`src/rtl/fp_fmt_pkg.sv`:
```
// single-precision float format
// field widths, bias and result word layout

package fp_fmt_pkg;

    // ----------------------------------------------------------------------
    // format constants
    // ----------------------------------------------------------------------

    // exponent bias for binary32
    localparam int exp_bias = 127;

    localparam int exp_w  = 8;
    localparam int frac_w = 23;

    // ----------------------------------------------------------------------
    // result word
    // ----------------------------------------------------------------------

    // field view, msb first as in the IEEE-754 layout
    typedef struct packed {
        logic              sign;
        logic [exp_w-1:0]  exponent;
        logic [frac_w-1:0] fraction;
    } fp32_fields_t;

    // same 32 bits seen either as fields or as a raw word
    typedef union packed {
        logic [exp_w+frac_w:0] raw;
        fp32_fields_t          fields;
    } fp32_word_t;

endpackage

```
`src/rtl/cvt_ctrl_pkg.sv`:
```
// converter control and datapath constants

package cvt_ctrl_pkg;

    // ----------------------------------------------------------------------
    // datapath widths
    // ----------------------------------------------------------------------

    // integer operand width
    localparam int int_w = 32;

    // full leading-zero count, 0..31
    localparam int cnt_w = 5;

    // ----------------------------------------------------------------------
    // pipeline
    // ----------------------------------------------------------------------

    // register stages between operand and result
    localparam int pipe_depth = 3;

endpackage

```
`src/rtl/leading_zero.sv`:
```
// 16-bit leading-zero counter
// nibble terms merged pairwise

module leading_zero #(
    parameter int RANGE_WIDTH_LCZ = 16,
    parameter int D_SIZE_LZC      = 4
) (
    input  logic [RANGE_WIDTH_LCZ-1:0] in_range,
    output logic [D_SIZE_LZC-1:0]      lzc_out,
    output logic                       v
);

    // ----------------------------------------------------------------------
    // per-nibble terms
    // ----------------------------------------------------------------------

    logic [RANGE_WIDTH_LCZ/4-1:0] grp_v;
    logic [1:0]                   grp_cnt [RANGE_WIDTH_LCZ/4];

    // group 0 sits at the lsb end
    for (genvar g = 0; g < RANGE_WIDTH_LCZ / 4; g++) begin : g_nib
        wire [3:0] nib = in_range[4*g +: 4];

        assign grp_v[g] = |nib;
        // upper pair empty
        assign grp_cnt[g][1] = ~(nib[3] | nib[2]);
        // odd count inside the nibble, 3 when the nibble is empty
        assign grp_cnt[g][0] = ~(nib[3] | (~nib[2] & nib[1]));
    end

    // ----------------------------------------------------------------------
    // byte merge
    // ----------------------------------------------------------------------

    logic       v_hi;
    logic       v_lo;
    logic [2:0] cnt_hi;
    logic [2:0] cnt_lo;

    // upper byte, groups 3 and 2
    assign v_hi   = grp_v[3] | grp_v[2];
    assign cnt_hi = grp_v[3] ? {1'b0, grp_cnt[3]} : {1'b1, grp_cnt[2]};

    // lower byte, groups 1 and 0
    assign v_lo   = grp_v[1] | grp_v[0];
    assign cnt_lo = grp_v[1] ? {1'b0, grp_cnt[1]} : {1'b1, grp_cnt[0]};

    // ----------------------------------------------------------------------
    // final merge
    // ----------------------------------------------------------------------

    // all ones when the input is empty
    assign v       = v_hi | v_lo;
    assign lzc_out = v_hi ? {1'b0, cnt_hi} : {1'b1, cnt_lo};

endmodule

```
`src/rtl/magnitude_prep.sv`:
```
// stage 1, sign and magnitude

module magnitude_prep (
    input  logic                          clk,
    input  logic                          rst_n,
    input  logic                          ld_s1,
    input  logic                          is_signed,
    input  logic [cvt_ctrl_pkg::int_w-1:0] operand,
    output logic                          sign_s1,
    output logic [cvt_ctrl_pkg::int_w-1:0] mag_s1
);

    logic                          sign_c;
    logic [cvt_ctrl_pkg::int_w-1:0] mag_c;

    // ----------------------------------------------------------------------
    // absolute value
    // ----------------------------------------------------------------------

    // top bit only counts as a sign in signed mode
    assign sign_c = is_signed & operand[cvt_ctrl_pkg::int_w-1];

    // two's complement negate; the most negative value maps to 2^31,
    // which is still representable as an unsigned magnitude
    assign mag_c = sign_c ? (~operand + 1'b1) : operand;

    // ----------------------------------------------------------------------
    // stage register
    // ----------------------------------------------------------------------

    // no loads while held in reset
    always_ff @(posedge clk) begin
        if (rst_n && ld_s1) begin
            sign_s1 <= sign_c;
            mag_s1  <= mag_c;
        end
    end

endmodule

```
`src/rtl/normalize_shift.sv`:
```
// stage 2, leading-zero count and normalize

module normalize_shift (
    input  logic                           clk,
    input  logic                           rst_n,
    input  logic                           ld_s2,
    input  logic                           sign_s1,
    input  logic [cvt_ctrl_pkg::int_w-1:0] mag_s1,
    output logic                           sign_s2,
    output logic                           zero_s2,
    output logic [cvt_ctrl_pkg::cnt_w-1:0] lz_s2,
    output logic [cvt_ctrl_pkg::int_w-1:0] norm_s2
);

    logic [cvt_ctrl_pkg::cnt_w-2:0] lzc_hi;
    logic [cvt_ctrl_pkg::cnt_w-2:0] lzc_lo;
    logic                           v_hi;
    logic                           v_lo;
    logic [cvt_ctrl_pkg::cnt_w-1:0] lz_c;
    logic                           zero_c;
    logic [cvt_ctrl_pkg::int_w-1:0] norm_c;

    // ----------------------------------------------------------------------
    // half-word counters
    // ----------------------------------------------------------------------

    leading_zero #(
        .RANGE_WIDTH_LCZ (cvt_ctrl_pkg::int_w / 2),
        .D_SIZE_LZC      (cvt_ctrl_pkg::cnt_w - 1)
    ) u_lz_hi (
        .in_range (mag_s1[cvt_ctrl_pkg::int_w-1:cvt_ctrl_pkg::int_w/2]),
        .lzc_out  (lzc_hi),
        .v        (v_hi)
    );

    leading_zero #(
        .RANGE_WIDTH_LCZ (cvt_ctrl_pkg::int_w / 2),
        .D_SIZE_LZC      (cvt_ctrl_pkg::cnt_w - 1)
    ) u_lz_lo (
        .in_range (mag_s1[cvt_ctrl_pkg::int_w/2-1:0]),
        .lzc_out  (lzc_lo),
        .v        (v_lo)
    );

    // ----------------------------------------------------------------------
    // full count and shift
    // ----------------------------------------------------------------------

    // low half only matters when the high half is empty, adds 16
    assign lz_c   = v_hi ? {1'b0, lzc_hi} : {1'b1, lzc_lo};
    assign zero_c = ~(v_hi | v_lo);

    // leading one ends up at bit 31
    assign norm_c = mag_s1 << lz_c;

    // ----------------------------------------------------------------------
    // stage register
    // ----------------------------------------------------------------------

    always_ff @(posedge clk) begin
        if (rst_n && ld_s2) begin
            sign_s2 <= sign_s1;
            zero_s2 <= zero_c;
            lz_s2   <= lz_c;
            norm_s2 <= norm_c;
        end
    end

endmodule

```
`src/rtl/round_pack.sv`:
```
// stage 3, round to nearest even and pack

module round_pack (
    input  logic                           clk,
    input  logic                           rst_n,
    input  logic                           ld_s3,
    input  logic                           sign_s2,
    input  logic                           zero_s2,
    input  logic [cvt_ctrl_pkg::cnt_w-1:0] lz_s2,
    input  logic [cvt_ctrl_pkg::int_w-1:0] norm_s2,
    output fp_fmt_pkg::fp32_word_t         result,
    output logic                           inexact
);

    logic [fp_fmt_pkg::frac_w-1:0] frac_raw;
    logic                          lsb;
    logic                          guard;
    logic                          sticky;
    logic                          round_up;
    logic [fp_fmt_pkg::frac_w:0]   frac_sum;
    logic                          carry;
    logic [31:0]                   exp_full;
    logic [fp_fmt_pkg::exp_w-1:0]  exp_c;

    // ----------------------------------------------------------------------
    // rounding
    // ----------------------------------------------------------------------

    // bit 31 is the hidden one and drops out
    assign frac_raw = norm_s2[cvt_ctrl_pkg::int_w-2 -: fp_fmt_pkg::frac_w];
    assign lsb      = norm_s2[cvt_ctrl_pkg::int_w-1-fp_fmt_pkg::frac_w];
    assign guard    = norm_s2[cvt_ctrl_pkg::int_w-2-fp_fmt_pkg::frac_w];
    assign sticky   = |norm_s2[cvt_ctrl_pkg::int_w-3-fp_fmt_pkg::frac_w:0];

    // ties go to the even fraction
    assign round_up = guard & (sticky | lsb);
    assign frac_sum = {1'b0, frac_raw} + round_up;

    // all-ones fraction rolls over into the exponent
    assign carry = frac_sum[fp_fmt_pkg::frac_w];

    // ----------------------------------------------------------------------
    // exponent
    // ----------------------------------------------------------------------

    // bias + 31 - lz, one more on carry; max 159 fits in 8 bits
    assign exp_full = fp_fmt_pkg::exp_bias + (cvt_ctrl_pkg::int_w - 1)
                      - 32'(lz_s2) + 32'(carry);
    assign exp_c    = exp_full[fp_fmt_pkg::exp_w-1:0];

    // ----------------------------------------------------------------------
    // pack and register
    // ----------------------------------------------------------------------

    always_ff @(posedge clk) begin
        if (rst_n && ld_s3) begin
            if (zero_s2) begin
                // +0
                result.fields.sign     <= 1'b0;
                result.fields.exponent <= '0;
                result.fields.fraction <= '0;
                inexact                <= 1'b0;
            end else begin
                result.fields.sign     <= sign_s2;
                result.fields.exponent <= exp_c;
                result.fields.fraction <= frac_sum[fp_fmt_pkg::frac_w-1:0];
                inexact                <= guard | sticky;
            end
        end
    end

endmodule

```
`src/rtl/cvt_ctrl.sv`:
```
// converter valid chain and stage enables

module cvt_ctrl (
    input  logic clk,
    input  logic rst_n,
    input  logic in_valid,
    output logic ld_s1,
    output logic ld_s2,
    output logic ld_s3,
    output logic out_valid
);

    // bit k set means stage k+1 holds a live operand
    logic [cvt_ctrl_pkg::pipe_depth-1:0] valid_q;

    // ----------------------------------------------------------------------
    // valid chain
    // ----------------------------------------------------------------------

    always_ff @(posedge clk) begin
        if (!rst_n) begin
            valid_q <= '0;
        end else begin
            valid_q <= {valid_q[cvt_ctrl_pkg::pipe_depth-2:0], in_valid};
        end
    end

    // ----------------------------------------------------------------------
    // stage enables
    // ----------------------------------------------------------------------

    // stage 1 captures straight from the input
    assign ld_s1 = in_valid;

    // each later stage loads one cycle after the one before it
    assign ld_s2 = valid_q[0];
    assign ld_s3 = valid_q[cvt_ctrl_pkg::pipe_depth-2];

    // result register was loaded on the previous edge
    assign out_valid = valid_q[cvt_ctrl_pkg::pipe_depth-1];

endmodule

```
`src/rtl/int_to_float_top.sv`:
```
// integer to float32 converter, top level

module int_to_float_top (
    input  logic                           clk,
    input  logic                           rst_n,
    input  logic                           in_valid,
    input  logic                           is_signed,
    input  logic [cvt_ctrl_pkg::int_w-1:0] operand,
    output logic                           out_valid,
    output logic [cvt_ctrl_pkg::int_w-1:0] result,
    output logic                           inexact
);

    logic                           ld_s1;
    logic                           ld_s2;
    logic                           ld_s3;
    logic                           sign_s1;
    logic [cvt_ctrl_pkg::int_w-1:0] mag_s1;
    logic                           sign_s2;
    logic                           zero_s2;
    logic [cvt_ctrl_pkg::cnt_w-1:0] lz_s2;
    logic [cvt_ctrl_pkg::int_w-1:0] norm_s2;
    fp_fmt_pkg::fp32_word_t         result_w;

    // ----------------------------------------------------------------------
    // control
    // ----------------------------------------------------------------------

    cvt_ctrl u_ctrl (
        .clk       (clk),
        .rst_n     (rst_n),
        .in_valid  (in_valid),
        .ld_s1     (ld_s1),
        .ld_s2     (ld_s2),
        .ld_s3     (ld_s3),
        .out_valid (out_valid)
    );

    // ----------------------------------------------------------------------
    // datapath
    // ----------------------------------------------------------------------

    magnitude_prep u_s1 (
        .clk       (clk),
        .rst_n     (rst_n),
        .ld_s1     (ld_s1),
        .is_signed (is_signed),
        .operand   (operand),
        .sign_s1   (sign_s1),
        .mag_s1    (mag_s1)
    );

    normalize_shift u_s2 (
        .clk     (clk),
        .rst_n   (rst_n),
        .ld_s2   (ld_s2),
        .sign_s1 (sign_s1),
        .mag_s1  (mag_s1),
        .sign_s2 (sign_s2),
        .zero_s2 (zero_s2),
        .lz_s2   (lz_s2),
        .norm_s2 (norm_s2)
    );

    round_pack u_s3 (
        .clk     (clk),
        .rst_n   (rst_n),
        .ld_s3   (ld_s3),
        .sign_s2 (sign_s2),
        .zero_s2 (zero_s2),
        .lz_s2   (lz_s2),
        .norm_s2 (norm_s2),
        .result  (result_w),
        .inexact (inexact)
    );

    // raw view of the packed word
    assign result = result_w.raw;

endmodule

```
`config.mk`:
```
export PLATFORM = sky130hd
export DESIGN_NAME = int_to_float_top
export DESIGN_NICKNAME = d
export VERILOG_FILES = /design/src/rtl/fp_fmt_pkg.sv /design/src/rtl/cvt_ctrl_pkg.sv /design/src/rtl/leading_zero.sv /design/src/rtl/magnitude_prep.sv /design/src/rtl/normalize_shift.sv /design/src/rtl/round_pack.sv /design/src/rtl/cvt_ctrl.sv /design/src/rtl/int_to_float_top.sv
export SDC_FILE = /design/constraint.sdc
export NUM_CORES = 1
export LEC_CHECK = 0
export BUFFER_PORTS_ARGS = -buffer_cell sky130_fd_sc_hd__buf_2
export CORE_ASPECT_RATIO = 0.8
export CORE_MARGIN = 2
export CORE_UTILIZATION = 51
export DETAILED_ROUTE_END_ITERATION = 16
export PLACE_DENSITY_LB_ADDON = 0.15
export SLEW_MARGIN = 0
export SYNTH_ARGS = -nofsm -noshare
export SYNTH_HDL_FRONTEND = slang
export SYNTH_SLANG_ARGS = --single-unit
```
`constraint.sdc`:
```
create_clock -name clk -period 3.42 [get_ports clk]
set_input_delay 0 -clock clk [delete_from_list [all_inputs] [get_ports clk]]
set_output_delay 0 -clock clk [all_outputs]
set_load 0.01 [all_outputs]
```
==> qor.yml, run 1 <==
run_status:
  status: "finished, final reports clean"
detailed_routing:
  antenna_left: 0
  wl_per_cell_um: 18.8
  dr.pass1.iters: 5
  viasPerCell: 5.83
  dr.first_iter.drc_count: 452
  wl_mm: 16.0
  drc: 0
  num_vias: 4979
setup_path:
  critPathMaxFanout: 6
  path_class: "flop to flop"
  setup.worst_path.end_class: "flop"
  cp.required_ps: 3510
  r2r_setup_slack_ps: 200
  start_kind: "flop"
  critPathArrivalTime_ps: 3310
layout:
  final_nets: 737
  finalInstanceArea_um2: 7520
  area_delta_synth_final_pct: 20.4
  final_core_util_pct: 62.3
  fillers: 989
  drive_gt1_share_pct: 19.8
  n_antenna_cell: 0
grt:
  grt-ovfl-total: 0
  grt_max_degree: 39
  grt_use_total_pct: 25.3
  grt_pass1_vias: 4732
  antenna_found_initial: 0
  grt_pass1_wl_mm: 25.5
sta:
  clock_skew_ps: 7.29
  relSlewSlack_pct: 31.4
  final-setup-viol-count: 0
  timing.hold.ws_ps: 26.3
  hold_viol: 0
  fin_setup_tns_ps: 0
  layout_min_cycle_time_ps: 3220
  fin_crit_sh_pct: 94.2
  drv_slew: 0
  fmaxAchievable_mhz: 310
  tightest_slew_ps: 1030
pwr:
  p_leak_uw: 0.00292
  power.density_nw_per_um2: 421
  ir_drop_uv: 252
  power_uw: 3170
worst_hold_path:
  min_path_type: "primary input to flop"
synthesis:
  ys_ff_latch: 107
  synthCells: 581
  avgSynthCellArea_um2: 10.8
  synth_area_leaders: "edfxtp_1, mux2i_1, nor2_1"
  synth_common_cells: "edfxtp_1, nor2_1, mux2i_1"
  yosysTopAreaCell: "edfxtp_1"
  ys.flop_type: "edfxtp_1"
  synth_warnings: 0
  seq_area_frac_synth_pct: 50.9
  synth_async_sr_flop_share_pct: 0
  synth_area_um2: 6250
  synth_nets: 621
  synth_edf_count: 104
  ys_types: 61
  synth.top_cell.area_share_pct: 50.0
  synth.most_common_cell: "edfxtp_1"
placement:
  hpwl_mm: 11.5
  gp_congestion: 0.904
  placed_cell_area_um2: 6920
  portBuffers: 69
run:
  drv_cap: 0
die:
  rows: 36
  die_w_um: 128
  ios: 70
  die_h_um: 103
  core_area_um2: 12100
  floorplan.initialDensity_pct: 51.8
  die_area_um2: 13200
cts:
  htreeDepth: 3
  post_cts_buffers: 0
  cts_root_buffer: "clkbuf_16"
  clkSlewWorstSetupHoldPaths_ps: 70
  cts.sinks: 107
  clk_latency_ps: 350
  cts_tree: "done"
  cts_buffers: 9
  cts_buffer_depth: 2
==> worst max-delay path, stage by stage (launching register included) <==
cell	delay [ps]
edfxtp_1	500
or4_1	590
nor2_1	150
nand3_1	140
a32o_2	310
buf_4	180
mux2i_1	220
mux2i_1	210
a22o_1	290
a31oi_1	270
a2bb2oi_1	110
==> sequential cells by signal (all words and copies together), names as in the netlist <==
register        flops
u_s3.inexact        1
u_ctrl.valid_q      3
u_s1.mag_s1        32
u_s3.result        32
u_s2.zero_s2        1
u_s2.sign_s2        1
u_s2.lz_s2          5
u_s1.sign_s1        1
u_s2.norm_s2       31
==> report_power, final <==
group | internal, µW | switching (µW) | total (µW)
Combinational | 238 | 295 | 533
Sequential | 1520 | 63.8 | 1580
Clock | 572 | 480 | 1050
Total | 2330 | 839 | 3170
==> placed cells by master, fill, tap and decap left out, drive strengths merged, types with 3 or more instances in the layout <==
master	n
a21oi	35
a221oi	3
a22oi	5
a31oi	4
and2	12
and3	3
buf	99
clkbuf	10
clkinv	3
dfxtp	3
dlygate4sd3	28
edfxtp	104
ha	4
inv	19
mux2	7
mux2i	55
nand2	36
nand2b	4
nand3	18
nand4	6
nor2	73
nor2b	6
nor3	18
nor4	9
o211ai	3
o21ai	25
o22a	3
o22ai	5
o31ai	11
o41ai	3
or3	7
or4	6
xnor2	28
xor2	20
==> routing by layer <==
metal  global-route usage (%)  share of wire (%)
met1                     37.1                 49
met2                     39.6                 45
met3                     4.26                5.4
met4                     6.17                1.2
met5                        0                  0
==> through the flow <==
step,worst slack [ps],cells
finish,199,854
detailed placement,5.37,810
global route,-2.44,854
floorplan,498,581
global placement,31.1,810
CTS,27.2,854
==> final timing paths <==
path,from,to,cells after the start
hold reg to reg,u_s1.sign_s1$_DFFE_PP_,u_s2.sign_s2$_DFFE_PP_,0
hold / removal,operand[6],u_s1.mag_s1[6]$_DFFE_PP_,2
setup reg to reg,u_s1.mag_s1[25]$_DFFE_PP_,u_s2.norm_s2[26]$_DFFE_PP_,10
setup / recovery,u_s1.mag_s1[25]$_DFFE_PP_,u_s2.norm_s2[26]$_DFFE_PP_,10
==> cells by family after synthesis <==
family	share of synthesized area [%]
compound gates	12.0
xor+xnor	6.73
fa+ha+maj	0.801
buf+inv	2.66
flops	50.9
mux	10.4
simple gates	16.4
==> final cells by class <==
| class | instances | area (µm²) | share of cell area, % |
|---|---|---|---|
| clock inverter | 6 | 63.8 | 0.848 |
| sequential | 107 | 3180 | 42.3 |
| inverter | 17 | 63.8 | 0.848 |
| clock buffer | 10 | 229 | 3.04 |
| timing repair buffer | 127 | 851 | 11.3 |
| multi-input combinational | 435 | 2940 | 39.1 |
| tap | 152 | 190 | 2.53 |
==> what timing repair did <==
item / 4_1_cts / 5_1_grt
endpoints found under the hold margin: 28 / 0
setup endpoints to repair: 1 / 13
gates resized for setup: 1 / 5
hold buffers: 28 / 0
Note: power is estimated with default switching activity, not from simulation.
==> run 2, diff against run 1 <==
--- a/config.mk
+++ b/config.mk
@@ -5,11 +5,11 @@
 export SDC_FILE = /design/constraint.sdc
 export NUM_CORES = 1
 export LEC_CHECK = 0
-export BUFFER_PORTS_ARGS = -buffer_cell sky130_fd_sc_hd__buf_2
 export CORE_ASPECT_RATIO = 0.8
 export CORE_MARGIN = 2
 export CORE_UTILIZATION = 51
 export DETAILED_ROUTE_END_ITERATION = 16
+export DONT_BUFFER_PORTS = 1
 export PLACE_DENSITY_LB_ADDON = 0.15
 export SLEW_MARGIN = 0
 export SYNTH_ARGS = -nofsm -noshare
==> qor.yml, run 2 (synthesis results as in run 1) <==
run_status:
  status: "finished, final reports clean"
grt:
  grt_max_degree: 39
  grt_pass1_wl_mm: 24.4
  grt_pass1_vias: 4673
  grt-ovfl-total: 0
  grt_use_total_pct: 24.4
  antenna_found_initial: 0
layout:
  n_antenna_cell: 0
  final_core_util_pct: 61.0
  most-common-layout-cells: "edfxtp_1, nor2_1, mux2i_1, dlygate4sd3_1, nand2_1"
  largest_registers: "u_s1.mag_s1: 32 flops, u_s3.result: 32 flops, u_s2.norm_s2: 31 flops"
  fillers: 980
  final_common_cell: "edfxtp_1"
  area_delta_synth_final_pct: 17.9
  final_nets: 687
  drive_gt1_share_pct: 12.0
  final_cells: 804
cts:
  htreeDepth: 3
  clk_latency_ps: 360
  clkSlewWorstSetupHoldPaths_ps: 70
  cts_buffer_depth: 2
  cts_root_buffer: "clkbuf_16"
  cts.sinks: 107
  cts_buffers: 9
  cts_tree: "done"
  post_cts_buffers: 0
die:
  floorplan.initialDensity_pct: 51.8
  core_area_um2: 12100
  die_h_um: 103
  rows: 36
  die_area_um2: 13200
  die_w_um: 128
  ios: 70
sta:
  rsz0062_at_grt: "yes"
  clock_skew_ps: 4.73
  fin_setup_tns_ps: 0
  fin_ws_ps: 186
  relSlewSlack_pct: 26.5
  fin_crit_sh_pct: 94.6
  layout_min_cycle_time_ps: 3230
  hold_viol: 0
  drv_slew: 0
  final-setup-viol-count: 0
  fmaxAchievable_mhz: 309
  tightest_slew_ps: 1100
pwr:
  switching_share_pct: 26.6
  power.density_nw_per_um2: 418
  combPwrFrac_pct: 17.5
  p_int_uw: 2260
  power_uw: 3080
  p_seq_share_pct: 51.4
  p_leak_uw: 0.00272
  pwr-share-clk_pct: 31.1
  ir_drop_uv: 312
  p_switching_uw: 820
placement:
  portBuffers: 0
  hpwl_mm: 11.1
  dpl.cell_count: 745
  post-place-ws_ps: 91.2
  gp_congestion: 0.933
setup_path:
  setup.worst_path.end_class: "flop"
  cp.required_ps: 3540
  critPathMaxFanout: 16
  path_class: "flop to flop"
  critPathArrivalTime_ps: 3350
  start_kind: "flop"
run:
  drv_cap: 0
detailed_routing:
  dr.first_iter.drc_count: 367
  wl_mm: 15.4
  wl_per_cell_um: 19.2
  drc: 0
  dr.pass1.iters: 5
  viasPerCell: 6.05
  antenna_left: 0
  num_vias: 4867
worst_hold_path:
  min_path_type: "primary input to flop"
[run 2: cell types whose count changed in the layout (fill, tap and decap cells not counted), sizes merged]
cell         previous run  this run
bufinv                  1         0
buf                    99        34
dlygate4sd3            28        43
clkinv                  3         5
clkbuf                 10         9
[run 2: cell type report]
cell class	count	area [µm²]	share of cell area, %
clock inverters	7	42.5	0.577
multi-input cells	435	2950	40.1
clock buffers	9	225	3.06
inverters	17	63.8	0.866
well taps	152	190	2.58
flip-flops and latches	107	3180	43.2
repair buffers	77	711	9.65
[run 2: layer usage]
| layer | up-vias | GRT usage (%) | share of wire [%] |
|---|---|---|---|
| li1 | 2315 | - | - |
| met1 | 2379 | 34.3 | 48 |
| met2 | 154 | 38.3 | 45 |
| met3 | 19 | 5.66 | 5.6 |
| met4 | 0 | 6.68 | 1.4 |
| met5 | - | 0 | 0 |
[run 2: worst paths after layout]
kind                                  start                          to  slack (ps)  cells past startpoint
hold / removal                  operand[18]   u_s1.mag_s1[19]$_DFFE_PP_          40                      3
setup reg to reg  u_s1.mag_s1[20]$_DFFE_PP_  u_s2.norm_s2[30]$_DFFE_PP_         190                     11
hold reg to reg      u_s1.sign_s1$_DFFE_PP_      u_s2.sign_s2$_DFFE_PP_         430                      0
setup / recovery  u_s1.mag_s1[20]$_DFFE_PP_  u_s2.norm_s2[30]$_DFFE_PP_         190                     11
[run 2: critical path: stages, from the launching register on]
cell and delay (ps):
edfxtp_1 470, nor4_2 350, buf_4 190, nand4_4 110
a31oi_2 230, a32o_1 330, buf_12 200, mux2i_1 310
mux2i_2 240, mux2i_2 260, nand3_1 100, and3_1 200
[run 2: timing repair]
action | in CTS | in global routing
endpoints found under the hold margin | 35 | 0
hold buffers | 43 | 0
resized for setup | 0 | 9
endpoints found under the setup margin | 0 | 13
[run 2: power groups by stage]
stage	logic, µW	clock network, µW	registers [µW]
2_1_floorplan	325	0	1590
3_3_place_gp	468	0	1610
3_5_place_dp	466	0	1610
4_1_cts	519	982	1580
5_1_grt	586	1030	1590
6_report	539	957	1580
[run 2: metrics by stage]
stage	hold WS, ps	cell area (µm²)
6_report	39.0	7370
2_1_floorplan	98.9	6250
3_5_place_dp	99.1	6630
4_1_cts	9.87	7320
3_3_place_gp	99.0	6630
5_1_grt	62.5	7370
